$ cat src/design/trap_pkg.sv
// Trap unit shared definitions
`default_nettype none

package trap_pkg;

  // Data and PC width
  localparam int XLEN = 32;

  // Retire buffer geometry
  localparam int FIFO_DEPTH = 4;
  localparam int PTR_W      = $clog2(FIFO_DEPTH);
  localparam int CNT_W      = $clog2(FIFO_DEPTH + 1);

  // MCAUSE layout has the interrupt flag in bit 31 and the code in the low bits
  localparam int CAUSE_W      = 5;
  localparam int MCAUSE_PAD_W = XLEN - CAUSE_W - 1;

  //////////////////////////////////////////////////////////////
  // Exception codes
  //////////////////////////////////////////////////////////////

  localparam logic [CAUSE_W-1:0] EXC_CAUSE_INSTR_FAULT     = 5'd1;
  localparam logic [CAUSE_W-1:0] EXC_CAUSE_ILLEGAL_INSN    = 5'd2;
  localparam logic [CAUSE_W-1:0] EXC_CAUSE_BREAKPOINT      = 5'd3;
  localparam logic [CAUSE_W-1:0] EXC_CAUSE_ECALL_MMODE     = 5'd11;
  localparam logic [CAUSE_W-1:0] EXC_CAUSE_INSTR_BUS_FAULT = 5'd24;

  // Number of fault flags carried by a retiring instruction
  localparam int NUM_EXC = 5;

  // Cause priority, highest first: MPU fault, bus fault, illegal, ECALL, EBREAK
  // Entry k holds the code of the flag at bit k of the packed flag vector
  localparam logic [CAUSE_W-1:0] EXC_PRIO_CODE [NUM_EXC] = '{
    EXC_CAUSE_INSTR_FAULT,
    EXC_CAUSE_INSTR_BUS_FAULT,
    EXC_CAUSE_ILLEGAL_INSN,
    EXC_CAUSE_ECALL_MMODE,
    EXC_CAUSE_BREAKPOINT
  };

  // Packs the five flags so that bit 0 is the most urgent one
  function automatic logic [NUM_EXC-1:0] exc_flags(input logic mpu_err, input logic bus_err,
                                                   input logic illegal, input logic ecall,
                                                   input logic ebrk);
    return {ebrk, ecall, illegal, bus_err, mpu_err};
  endfunction

  // Lowest set flag wins, zero when the instruction is clean
  function automatic logic [CAUSE_W-1:0] exc_cause(input logic [NUM_EXC-1:0] flags);
    logic [CAUSE_W-1:0] cause;
    cause = '0;
    for (int k = NUM_EXC - 1; k >= 0; k--) begin
      if (flags[k]) begin
        cause = EXC_PRIO_CODE[k];
      end
    end
    return cause;
  endfunction

endpackage

`default_nettype wire

$ cat src/design/retire_decode.sv
// Retire stream cause encoder
`default_nettype none

module retire_decode
  import trap_pkg::*;
(
  input  logic               clk,
  input  logic               rst_ni,

  // Retirement stream from the core
  input  logic               in_valid_i,
  input  logic [XLEN-1:0]    in_pc_i,
  input  logic               in_mpu_err_i,
  input  logic               in_bus_err_i,
  input  logic               in_illegal_i,
  input  logic               in_ecall_i,
  input  logic               in_ebrk_i,

  // Buffer level, a strobe seen while this is high is lost
  input  logic               full_i,

  // Write side of the retire buffer
  output logic               push_o,
  output logic [XLEN-1:0]    push_pc_o,
  output logic               push_exc_o,
  output logic [CAUSE_W-1:0] push_cause_o
);

  //////////////////////////////////////////////////////////////
  // Cause resolution
  //////////////////////////////////////////////////////////////

  logic [NUM_EXC-1:0] flags;

  // Bit 0 is the MPU fault, so the encoder walks the vector from the bottom
  assign flags = exc_flags(in_mpu_err_i, in_bus_err_i, in_illegal_i, in_ecall_i, in_ebrk_i);

  // The entry is captured by the buffer at the edge that closes the strobe cycle,
  // which keeps the strobe-to-head cost at a single cycle
  assign push_o       = in_valid_i && !full_i;
  assign push_pc_o    = in_pc_i;
  assign push_exc_o   = |flags;
  assign push_cause_o = exc_cause(flags);

  //////////////////////////////////////////////////////////////
  // Checks
  //////////////////////////////////////////////////////////////

  // An MPU fault outranks every other flag in the cause encoding
  a_mpu_fault_first :
    assert property (@(posedge clk) disable iff (!rst_ni)
                     (push_o && in_mpu_err_i) |-> (push_cause_o == EXC_CAUSE_INSTR_FAULT))
      else $error("retire_decode: MPU fault lost to a lower priority flag");

endmodule

`default_nettype wire

$ cat src/design/retire_fifo.sv
// Retire entry buffer
`default_nettype none

module retire_fifo
  import trap_pkg::*;
(
  input  logic               clk,
  input  logic               rst_ni,

  // Write side
  input  logic               push_i,
  input  logic [XLEN-1:0]    push_pc_i,
  input  logic               push_exc_i,
  input  logic [CAUSE_W-1:0] push_cause_i,

  // Read side, the head is visible combinationally
  input  logic               pop_i,
  output logic               full_o,
  output logic               head_valid_o,
  output logic [XLEN-1:0]    head_pc_o,
  output logic               head_exc_o,
  output logic [CAUSE_W-1:0] head_cause_o
);

  // Entry storage
  logic [XLEN-1:0]    pc_mem    [FIFO_DEPTH];
  logic               exc_mem   [FIFO_DEPTH];
  logic [CAUSE_W-1:0] cause_mem [FIFO_DEPTH];

  logic [PTR_W-1:0]   wr_ptr_q;
  logic [PTR_W-1:0]   rd_ptr_q;
  logic [CNT_W-1:0]   count_q;
  logic               wr_en;
  logic               rd_en;

  // Advance a pointer with wrap at the last slot
  function automatic logic [PTR_W-1:0] ptr_inc(input logic [PTR_W-1:0] ptr);
    return (ptr == PTR_W'(FIFO_DEPTH - 1)) ? '0 : ptr + 1'b1;
  endfunction

  assign full_o       = (count_q == CNT_W'(FIFO_DEPTH));
  assign head_valid_o = (count_q != '0);
  assign head_pc_o    = pc_mem[rd_ptr_q];
  assign head_exc_o   = exc_mem[rd_ptr_q];
  assign head_cause_o = cause_mem[rd_ptr_q];

  // Requests are qualified so that a bad request cannot corrupt the pointers
  assign wr_en = push_i && !full_o;
  assign rd_en = pop_i && head_valid_o;

  //////////////////////////////////////////////////////////////
  // Pointers and fill level
  //////////////////////////////////////////////////////////////

  always_ff @(posedge clk or negedge rst_ni) begin
    if (!rst_ni) begin
      wr_ptr_q <= '0;
      rd_ptr_q <= '0;
      count_q  <= '0;
    end else begin
      if (wr_en) begin
        wr_ptr_q <= ptr_inc(wr_ptr_q);
      end
      if (rd_en) begin
        rd_ptr_q <= ptr_inc(rd_ptr_q);
      end
      // Simultaneous push and pop leaves the level unchanged
      case ({wr_en, rd_en})
        2'b10:   count_q <= count_q + 1'b1;
        2'b01:   count_q <= count_q - 1'b1;
        default: count_q <= count_q;
      endcase
    end
  end

  always_ff @(posedge clk) begin
    if (wr_en) begin
      pc_mem[wr_ptr_q]    <= push_pc_i;
      exc_mem[wr_ptr_q]   <= push_exc_i;
      cause_mem[wr_ptr_q] <= push_cause_i;
    end
  end

  //////////////////////////////////////////////////////////////
  // Checks
  //////////////////////////////////////////////////////////////

  a_no_pop_when_empty :
    assert property (@(posedge clk) disable iff (!rst_ni) pop_i |-> head_valid_o)
      else $error("retire_fifo: pop while empty");

  a_no_push_when_full :
    assert property (@(posedge clk) disable iff (!rst_ni) push_i |-> !full_o)
      else $error("retire_fifo: push while full");

endmodule

`default_nettype wire

$ cat src/design/trap_csr.sv
// Machine-mode trap CSRs
`default_nettype none

module trap_csr
  import trap_pkg::*;
(
  input  logic               clk,
  input  logic               rst_ni,

  // Head of the retire buffer
  input  logic               head_valid_i,
  input  logic [XLEN-1:0]    head_pc_i,
  input  logic               head_exc_i,
  input  logic [CAUSE_W-1:0] head_cause_i,

  // Interrupt lines and CSR side inputs
  input  logic [XLEN-1:0]    irq_i,
  input  logic               mie_we_i,
  input  logic [XLEN-1:0]    mie_wdata_i,
  input  logic               mret_i,

  // Buffer read strobe
  output logic               pop_o,

  // Registered completion pulses
  output logic               retire_o,
  output logic [XLEN-1:0]    retire_pc_o,
  output logic               trap_o,
  output logic               irq_ack_o,

  // CSR state
  output logic [XLEN-1:0]    mepc_o,
  output logic [XLEN-1:0]    mcause_o,
  output logic               mstatus_mie_o
);

  logic [XLEN-1:0]    mie_q;
  logic [XLEN-1:0]    irq_pend;
  logic [CAUSE_W-1:0] irq_idx;
  logic               take_irq;
  logic               take_exc;
  logic               take_ret;

  //////////////////////////////////////////////////////////////
  // Decision on the head entry
  //////////////////////////////////////////////////////////////

  assign irq_pend = irq_i & mie_q;

  // Interrupts are only taken in front of a valid head, whose PC becomes MEPC
  assign take_irq = head_valid_i && mstatus_mie_o && (|irq_pend);

  // The head leaves the buffer only when no interrupt claims this cycle
  assign pop_o    = head_valid_i && !take_irq;
  assign take_exc = pop_o && head_exc_i;
  assign take_ret = pop_o && !head_exc_i;

  // Lowest pending enabled line wins
  always_comb begin
    irq_idx = '0;
    for (int i = XLEN - 1; i >= 0; i--) begin
      if (irq_pend[i]) begin
        irq_idx = CAUSE_W'(i);
      end
    end
  end

  //////////////////////////////////////////////////////////////
  // CSR state and output pulses
  //////////////////////////////////////////////////////////////

  always_ff @(posedge clk or negedge rst_ni) begin
    if (!rst_ni) begin
      trap_o        <= 1'b0;
      retire_o      <= 1'b0;
      irq_ack_o     <= 1'b0;
      mepc_o        <= '0;
      mcause_o      <= '0;
      mstatus_mie_o <= 1'b0;
      mie_q         <= '0;
    end else begin
      trap_o    <= take_irq || take_exc;
      retire_o  <= take_ret;
      irq_ack_o <= take_irq;

      if (take_irq || take_exc) begin
        mepc_o <= head_pc_i;
      end

      // Interrupt flag in the top bit, code or line index at the bottom
      if (take_irq) begin
        mcause_o <= {1'b1, {MCAUSE_PAD_W{1'b0}}, irq_idx};
      end else if (take_exc) begin
        mcause_o <= {1'b0, {MCAUSE_PAD_W{1'b0}}, head_cause_i};
      end

      // MRET in the same cycle as a trap leaves interrupts enabled
      if (mret_i) begin
        mstatus_mie_o <= 1'b1;
      end else if (take_irq || take_exc) begin
        mstatus_mie_o <= 1'b0;
      end

      // A write in the decision cycle only affects later decisions
      if (mie_we_i) begin
        mie_q <= mie_wdata_i;
      end
    end
  end

  // PC of the retiring instruction travels with the retire pulse
  always_ff @(posedge clk) begin
    if (take_ret) begin
      retire_pc_o <= head_pc_i;
    end
  end

endmodule

`default_nettype wire

$ cat src/design/trap_sva.sv
// Trap unit checker
`default_nettype none

module trap_sva
  import trap_pkg::*;
(
  input logic            clk,
  input logic            rst_ni,

  // Top level stimulus side
  input logic            in_valid_i,
  input logic [XLEN-1:0] in_pc_i,
  input logic            in_mpu_err_i,
  input logic            in_bus_err_i,
  input logic            in_illegal_i,
  input logic            in_ecall_i,
  input logic            in_ebrk_i,
  input logic            full_o,
  input logic [XLEN-1:0] irq_i,
  input logic [XLEN-1:0] mie_wdata_i,
  input logic            mie_we_i,
  input logic            mret_i,

  // Probed trap CSR outputs
  input logic            trap_o,
  input logic            irq_ack_o,
  input logic            retire_o,
  input logic [XLEN-1:0] mepc_o,
  input logic [XLEN-1:0] mcause_o,
  input logic            mstatus_mie_o
);

  logic [XLEN-1:0]    mie_shadow_q;
  logic [XLEN-1:0]    pend_prev_q;
  logic [CAUSE_W-1:0] ack_idx;
  logic [CAUSE_W-1:0] in_cause;
  logic               in_fault;
  logic               accept;

  assign in_cause = exc_cause(exc_flags(in_mpu_err_i, in_bus_err_i, in_illegal_i,
                                        in_ecall_i, in_ebrk_i));
  assign in_fault = (in_cause != '0);
  assign accept   = in_valid_i && !full_o;
  assign ack_idx  = mcause_o[CAUSE_W-1:0];

  // Shadow of MIE and the enabled pending lines seen by the last decision
  always_ff @(posedge clk or negedge rst_ni) begin
    if (!rst_ni) begin
      mie_shadow_q <= '0;
      pend_prev_q  <= '0;
    end else begin
      pend_prev_q <= irq_i & mie_shadow_q;
      if (mie_we_i) begin
        mie_shadow_q <= mie_wdata_i;
      end
    end
  end

  //////////////////////////////////////////////////////////////
  // Interrupt and pulse checks
  //////////////////////////////////////////////////////////////

  // Reported line was enabled and pending, and no lower one was
  a_irq_enabled :
    assert property (@(posedge clk) disable iff (!rst_ni)
                     irq_ack_o |-> (mcause_o[XLEN-1] && pend_prev_q[ack_idx] &&
                     ((pend_prev_q & ((XLEN'(1) << ack_idx) - XLEN'(1))) == '0)))
      else $error("trap_sva: interrupt taken on a disabled or non-pending line");

  // Taking a trap masks interrupts unless an MRET landed on the same edge
  a_mie_cleared :
    assert property (@(posedge clk) disable iff (!rst_ni)
                     trap_o |-> (!mstatus_mie_o || $past(mret_i)))
      else $error("trap_sva: MSTATUS.MIE still set during trap");

  a_trap_retire_excl :
    assert property (@(posedge clk) disable iff (!rst_ni) !(trap_o && retire_o))
      else $error("trap_sva: trap and retire in the same cycle");

  //////////////////////////////////////////////////////////////
  // First occurrence MEPC tracking, one slot per cause
  //////////////////////////////////////////////////////////////

  for (genvar k = 0; k < NUM_EXC; k++) begin : g_first
    logic            exp_found_q;
    logic            act_found_q;
    logic [XLEN-1:0] exp_pc_q;
    logic [XLEN-1:0] act_pc_q;
    logic            exp_hit;
    logic            act_hit;

    // First accepted input resolving to this cause
    assign exp_hit = !exp_found_q && accept && in_fault && (in_cause == EXC_PRIO_CODE[k]);

    // First exception trap reporting this cause, interrupts are ignored
    assign act_hit = !act_found_q && trap_o && !irq_ack_o && !mcause_o[XLEN-1] &&
                     (mcause_o[MCAUSE_PAD_W+CAUSE_W-1:CAUSE_W] == '0) &&
                     (mcause_o[CAUSE_W-1:0] == EXC_PRIO_CODE[k]);

    always_ff @(posedge clk or negedge rst_ni) begin
      if (!rst_ni) begin
        exp_found_q <= 1'b0;
        act_found_q <= 1'b0;
      end else begin
        exp_found_q <= exp_found_q || exp_hit;
        act_found_q <= act_found_q || act_hit;
      end
    end

    always_ff @(posedge clk) begin
      if (exp_hit) begin
        exp_pc_q <= in_pc_i;
      end
      if (act_hit) begin
        act_pc_q <= mepc_o;
      end
    end

    a_first_mepc :
      assert property (@(posedge clk) disable iff (!rst_ni)
                       (exp_found_q && act_found_q) |-> (exp_pc_q == act_pc_q))
        else $error("trap_sva: first MEPC mismatch for cause %0d", EXC_PRIO_CODE[k]);
  end

endmodule

`default_nettype wire

$ cat src/design/trap_top.sv
// Trap unit top level
`default_nettype none

module trap_top
  import trap_pkg::*;
(
  input  logic            clk,
  input  logic            rst_ni,

  // Retirement stream
  input  logic            in_valid_i,
  input  logic [XLEN-1:0] in_pc_i,
  input  logic            in_mpu_err_i,
  input  logic            in_bus_err_i,
  input  logic            in_illegal_i,
  input  logic            in_ecall_i,
  input  logic            in_ebrk_i,

  // Interrupts and CSR access
  input  logic [XLEN-1:0] irq_i,
  input  logic            mie_we_i,
  input  logic [XLEN-1:0] mie_wdata_i,
  input  logic            mret_i,

  output logic            full_o,
  output logic            retire_o,
  output logic [XLEN-1:0] retire_pc_o,
  output logic            trap_o,
  output logic [XLEN-1:0] mepc_o,
  output logic [XLEN-1:0] mcause_o,
  output logic            mstatus_mie_o,
  output logic            irq_ack_o
);

  // Producer to buffer
  logic               push;
  logic [XLEN-1:0]    push_pc;
  logic               push_exc;
  logic [CAUSE_W-1:0] push_cause;

  // Buffer to consumer
  logic               head_valid;
  logic [XLEN-1:0]    head_pc;
  logic               head_exc;
  logic [CAUSE_W-1:0] head_cause;
  logic               pop;

  retire_decode decode_i (
    .clk          (clk),
    .rst_ni       (rst_ni),
    .in_valid_i   (in_valid_i),
    .in_pc_i      (in_pc_i),
    .in_mpu_err_i (in_mpu_err_i),
    .in_bus_err_i (in_bus_err_i),
    .in_illegal_i (in_illegal_i),
    .in_ecall_i   (in_ecall_i),
    .in_ebrk_i    (in_ebrk_i),
    .full_i       (full_o),
    .push_o       (push),
    .push_pc_o    (push_pc),
    .push_exc_o   (push_exc),
    .push_cause_o (push_cause)
  );

  retire_fifo fifo_i (
    .clk          (clk),
    .rst_ni       (rst_ni),
    .push_i       (push),
    .push_pc_i    (push_pc),
    .push_exc_i   (push_exc),
    .push_cause_i (push_cause),
    .pop_i        (pop),
    .full_o       (full_o),
    .head_valid_o (head_valid),
    .head_pc_o    (head_pc),
    .head_exc_o   (head_exc),
    .head_cause_o (head_cause)
  );

  trap_csr csr_i (
    .clk           (clk),
    .rst_ni        (rst_ni),
    .head_valid_i  (head_valid),
    .head_pc_i     (head_pc),
    .head_exc_i    (head_exc),
    .head_cause_i  (head_cause),
    .irq_i         (irq_i),
    .mie_we_i      (mie_we_i),
    .mie_wdata_i   (mie_wdata_i),
    .mret_i        (mret_i),
    .pop_o         (pop),
    .retire_o      (retire_o),
    .retire_pc_o   (retire_pc_o),
    .trap_o        (trap_o),
    .irq_ack_o     (irq_ack_o),
    .mepc_o        (mepc_o),
    .mcause_o      (mcause_o),
    .mstatus_mie_o (mstatus_mie_o)
  );

  // Checker only observes, it drives nothing back
  trap_sva sva_i (
    .clk           (clk),
    .rst_ni        (rst_ni),
    .in_valid_i    (in_valid_i),
    .in_pc_i       (in_pc_i),
    .in_mpu_err_i  (in_mpu_err_i),
    .in_bus_err_i  (in_bus_err_i),
    .in_illegal_i  (in_illegal_i),
    .in_ecall_i    (in_ecall_i),
    .in_ebrk_i     (in_ebrk_i),
    .full_o        (full_o),
    .irq_i         (irq_i),
    .mie_wdata_i   (mie_wdata_i),
    .mie_we_i      (mie_we_i),
    .mret_i        (mret_i),
    .trap_o        (trap_o),
    .irq_ack_o     (irq_ack_o),
    .retire_o      (retire_o),
    .mepc_o        (mepc_o),
    .mcause_o      (mcause_o),
    .mstatus_mie_o (mstatus_mie_o)
  );

endmodule

`default_nettype wire

$ cat config.mk
export PLATFORM = sky130hd
export DESIGN_NAME = trap_top
export DESIGN_NICKNAME = d
export VERILOG_FILES = /design/src/design/trap_pkg.sv /design/src/design/retire_decode.sv /design/src/design/retire_fifo.sv /design/src/design/trap_csr.sv /design/src/design/trap_sva.sv /design/src/design/trap_top.sv
export SDC_FILE = /design/constraint.sdc
export NUM_CORES = 1
export LEC_CHECK = 0
export BUFFER_PORTS_ARGS = -buffer_cell sky130_fd_sc_hd__buf_2
export CAP_MARGIN = 20
export CORE_AREA = 2 2 128 224
export DETAILED_ROUTE_END_ITERATION = 10
export DIE_AREA = 0 0 130 226
export GPL_TIMING_DRIVEN = 0
export HOLD_SLACK_MARGIN = 0.12
export SLEW_MARGIN = 10
export SYNTH_ARGS = -nofsm -noshare
export SYNTH_HDL_FRONTEND = slang
export SYNTH_HIERARCHICAL = 1
export SYNTH_SLANG_ARGS = --single-unit
$ cat constraint.sdc
create_clock -name clk -period 3.8 [get_ports clk]
set_input_delay 0.38 -clock clk [delete_from_list [all_inputs] [get_ports clk]]
set_output_delay 0.38 -clock clk [all_outputs]
set_load 0.02 [all_outputs]
==> run summary <==
CP Buf/Inv Count: 2
Met2 Use GR: 29.3%
Final Cycle Share: 78.9%
Reg clk slew, reported paths: 0.06 ns
Critical Path Source: csr_i/mie_q[23]$_DFFE_PN0P_
GRT Total Usage: 15.4%
Hold Path Cell Cnt: 4
Via-per-instance ratio: 4.74
Overall routed net length: 22800 µm
Synth top area cells: edfxtp_1 (51%), dfrtp_1 (19%), mux4_2 (7.9%), buf_4 (4.1%), mux2_4 (4.0%)
Fin Hold WS: 0.176 ns
IO Pins: 207
Cell depth of the worst flop-to-flop path: 13
Min-delay worst type: input port to register
Std-Cell Rows: 81
Crit-path slowest cell: dfrtp_1
Status: complete, no violations
Power per standard cell area: 755 nW/µm²
Cts bufs inserted: 25
Post-Syn Instances: 593
Antenna violations before repair: 0
Max Slew Vio Count: 0
R2R setup slack: 0.80 ns
Initial Util: 39.3%
Post-synth top area cell: edfxtp_1
Syn Area/Cell: 18.4 µm²
Seq/Total Area, Yosys: 69.4%
DIE WIDTH: 130 µm
Number of port buffers: 147
Fin util: 50.0%
Ys flop type: edfxtp_1
Fmax: 333 MHz
CTS tree: yes
Clk pwr share: 24.3%
Synth top area share: 50.8%
CP max stage delay: 0.43 ns
Routed WL per cell: 18.1 µm
Nets: 977
Placeable Area: 27700 µm²
Met3 Use GR: 2.68%
CTS H-tree depth: 1
Post-CTS Resized: 0
Routed via count: 5946
Congestion Overflow GR: 0
Crit path DAT: 3.45 ns
Crit path to: fifo_i/count_q[2]$_DFFE_PN0P_
Clock skew: 0.0132 ns
Deepest clock path buffer count: 3
Root Buffer: clkbuf_16
Leakage: 0.00551 µW
Async S/R FF share, synth: 30.6%
Max Cap Viol: 0
Netlist Area Pre-Place: 10900 µm²
Post-route cell area: 13800 µm²
First-pass GRT wire length: 34200 µm
Worst r2r dst: fifo_i/count_q[2]$_DFFE_PN0P_
Slew HR: 54.3%
Setup CP Type: register to register
Req. time, crit path: 4.25 ns
1st-pass router iterations: 4
Final setup viols: 0
# diodes: 0
Clk sinks: 265
Worst Tran Pin Value: 0.684 ns
DP Area: 12300 µm²
Number of global-route vias before repair: 6247
DR DRC count: 0
Area Overhead vs Synth: 27.1%
Largest net degree at the start of global routing: 48
Crit path cell chain: a22oi_1, nand4_1, or2_1, o21ai_4, and2_1, nand2_2, inv_1, ha_1, inv_1, fa_1, xor2_1, nor2_1, xor2_1
P_sw: 3250 µW
Yosys reg bits: 265
Critical Path Fanout Max: 7
RSZ-0062 raised after global routing: no
Synth cell count leaders: edfxtp_1 (184), dfrtp_1 (81), buf_4 (60)
ANT nets after route: 0
Insertion delay to the later sink of the worst-skew pair: 0.53 ns
Post-route minimum period: 3.00 ns
Stages on worst setup path: 13
P_int: 7190 µW
Final Hold Fails: 0
Die area: 29400 µm²
Die Y: 226 µm
Met1 Use GR: 17.1%
Most common cell in the synthesized netlist: edfxtp_1
Net Sw Frac: 31.1%
Setup crit end kind: register
Worst ir drop on vdd: 521 µV
Synth Warn #: 6
CP startpoint kind: register
Post-synth EDFFs: 184
GP Congestion: 0.779
Sequential share of power: 41.1%
Gate power share: 34.6%
Busiest grt layer: met2
Fraction of layout cells with a size suffix above 1: 44.1%
DP HPWL: 15400 µm
Initial drt markers: 253
Netlist cell types: 57
Crit Reg-Reg Startpoint: csr_i/mie_q[23]$_DFFE_PN0P_
Top Family by Delay on Critical Path: simple AND/OR/NAND/NOR gates
==> routing by layer <==
layer  part of all wire [%]  wire (µm)
met3                    4.7       1080
met2                     56      12700
met4                    1.8        415
met5                      0          0
met1                     37       8530
==> layout by cell type, fill, tap and decap left out, drive strengths merged, types with 5 or more instances in the layout <==
cell type	count
a22oi	17
mux4	38
ha	6
nand2	25
clkbuf	34
mux2	68
dlygate4sd3	66
and2	7
inv	13
edfxtp	184
nand4	6
mux2i	5
a21oi	9
dfrtp	81
nand3	6
o21ai	5
nor2	6
conb	27
buf	227
clkinv	6
==> power groups by stage <==
stage | Clock (µW) | Combinational, µW | Sequential [µW]
final | 2540 | 3610 | 4290
after global routing | 2740 | 3910 | 4370
after CTS | 2630 | 3700 | 4300
after detailed placement | 0 | 3650 | 4340
after global placement | 0 | 3500 | 4370
after floorplan | 0 | 2100 | 4750
==> cell families (layout without fill, tap and decap cells) <==
group / after synthesis / after routing / synth area share, %
fa+ha+maj: 7 / 7 / 0.874
compound gates: 56 / 56 / 4.06
mux: 111 / 111 / 16.4
simple gates: 63 / 63 / 3.08
xor+xnor: 3 / 3 / 0.241
flops: 265 / 265 / 69.4
other cells: 2 / 27 / 0.0690
buf+inv: 86 / 350 / 5.94
==> repair_timing <==
item	4_1_cts	5_1_grt
endpoints found under the hold margin	195	0
hold buffers	66	0
setup buffers	0	0
==> state kept, by name (all words and copies together) (netlist names) <==
signal,count
fifo_i/rd_ptr_q,2
fifo_i/cause_mem,20
csr_i/retire_o,1
csr_i/mstatus_mie_o,1
fifo_i/count_q,3
csr_i/mepc_o,32
fifo_i/pc_mem,128
fifo_i/exc_mem,4
csr_i/mie_q,32
csr_i/trap_o,1
csr_i/retire_pc_o,32
csr_i/irq_ack_o,1
csr_i/mcause_o,6
fifo_i/wr_ptr_q,2
==> layout make-up <==
type / count / area [µm²]
Sequential cell: 265 / 7550
Clock inverter: 12 / 124
Fill cell: 2350 / 13800
Clock buffer: 33 / 717
Multi-Input combinational cell: 267 / 2790
Timing Repair Buffer: 219 / 1530
Inverter: 11 / 41.3
Tap cell: 373 / 467
Buffer: 75 / 606
==> worst register-to-register path, stage by stage, from the launching register on <==
cell and delay [ns]:
dfrtp_1 0.43, a22oi_1 0.33, nand4_1 0.20, or2_1 0.31, o21ai_4 0.27, and2_1 0.21
nand2_2 0.10, inv_1 0.07, ha_1 0.17, inv_1 0.06, fa_1 0.37, xor2_1 0.15
nor2_1 0.12, xor2_1 0.15
==> worst min path at each step <==
stage          slack [ns]                      startpoint                        endpoint
2_1_floorplan        0.08                          rst_ni       csr_i/irq_ack_o$_DFF_PN0_
3_3_place_gp         0.45  csr_i/mcause_o[31]$_DFFE_PN0P_  csr_i/mcause_o[31]$_DFFE_PN0P_
3_5_place_dp         0.41                          rst_ni    csr_i/mepc_o[25]$_DFFE_PN0P_
4_1_cts              0.14                        irq_i[0]   csr_i/mcause_o[0]$_DFFE_PN0P_
5_1_grt              0.15                        irq_i[0]   csr_i/mcause_o[0]$_DFFE_PN0P_
6_report             0.18                        irq_i[0]   csr_i/mcause_o[0]$_DFFE_PN0P_
==> metrics by stage <==
step / instances / power (µW) / setup WS, ns / TNS [ns]
detailed placement: 1144 / 7990 / 0.675 / 0
global route: 1255 / 11000 / 0.639 / 0
floorplan: 618 / 6850 / 0.418 / 0
finish: 1255 / 10400 / 0.800 / 0
global placement: 1138 / 7860 / -1.41 / -46.17
CTS: 1255 / 10600 / 0.772 / 0
Power figures use the tool's default switching activity.
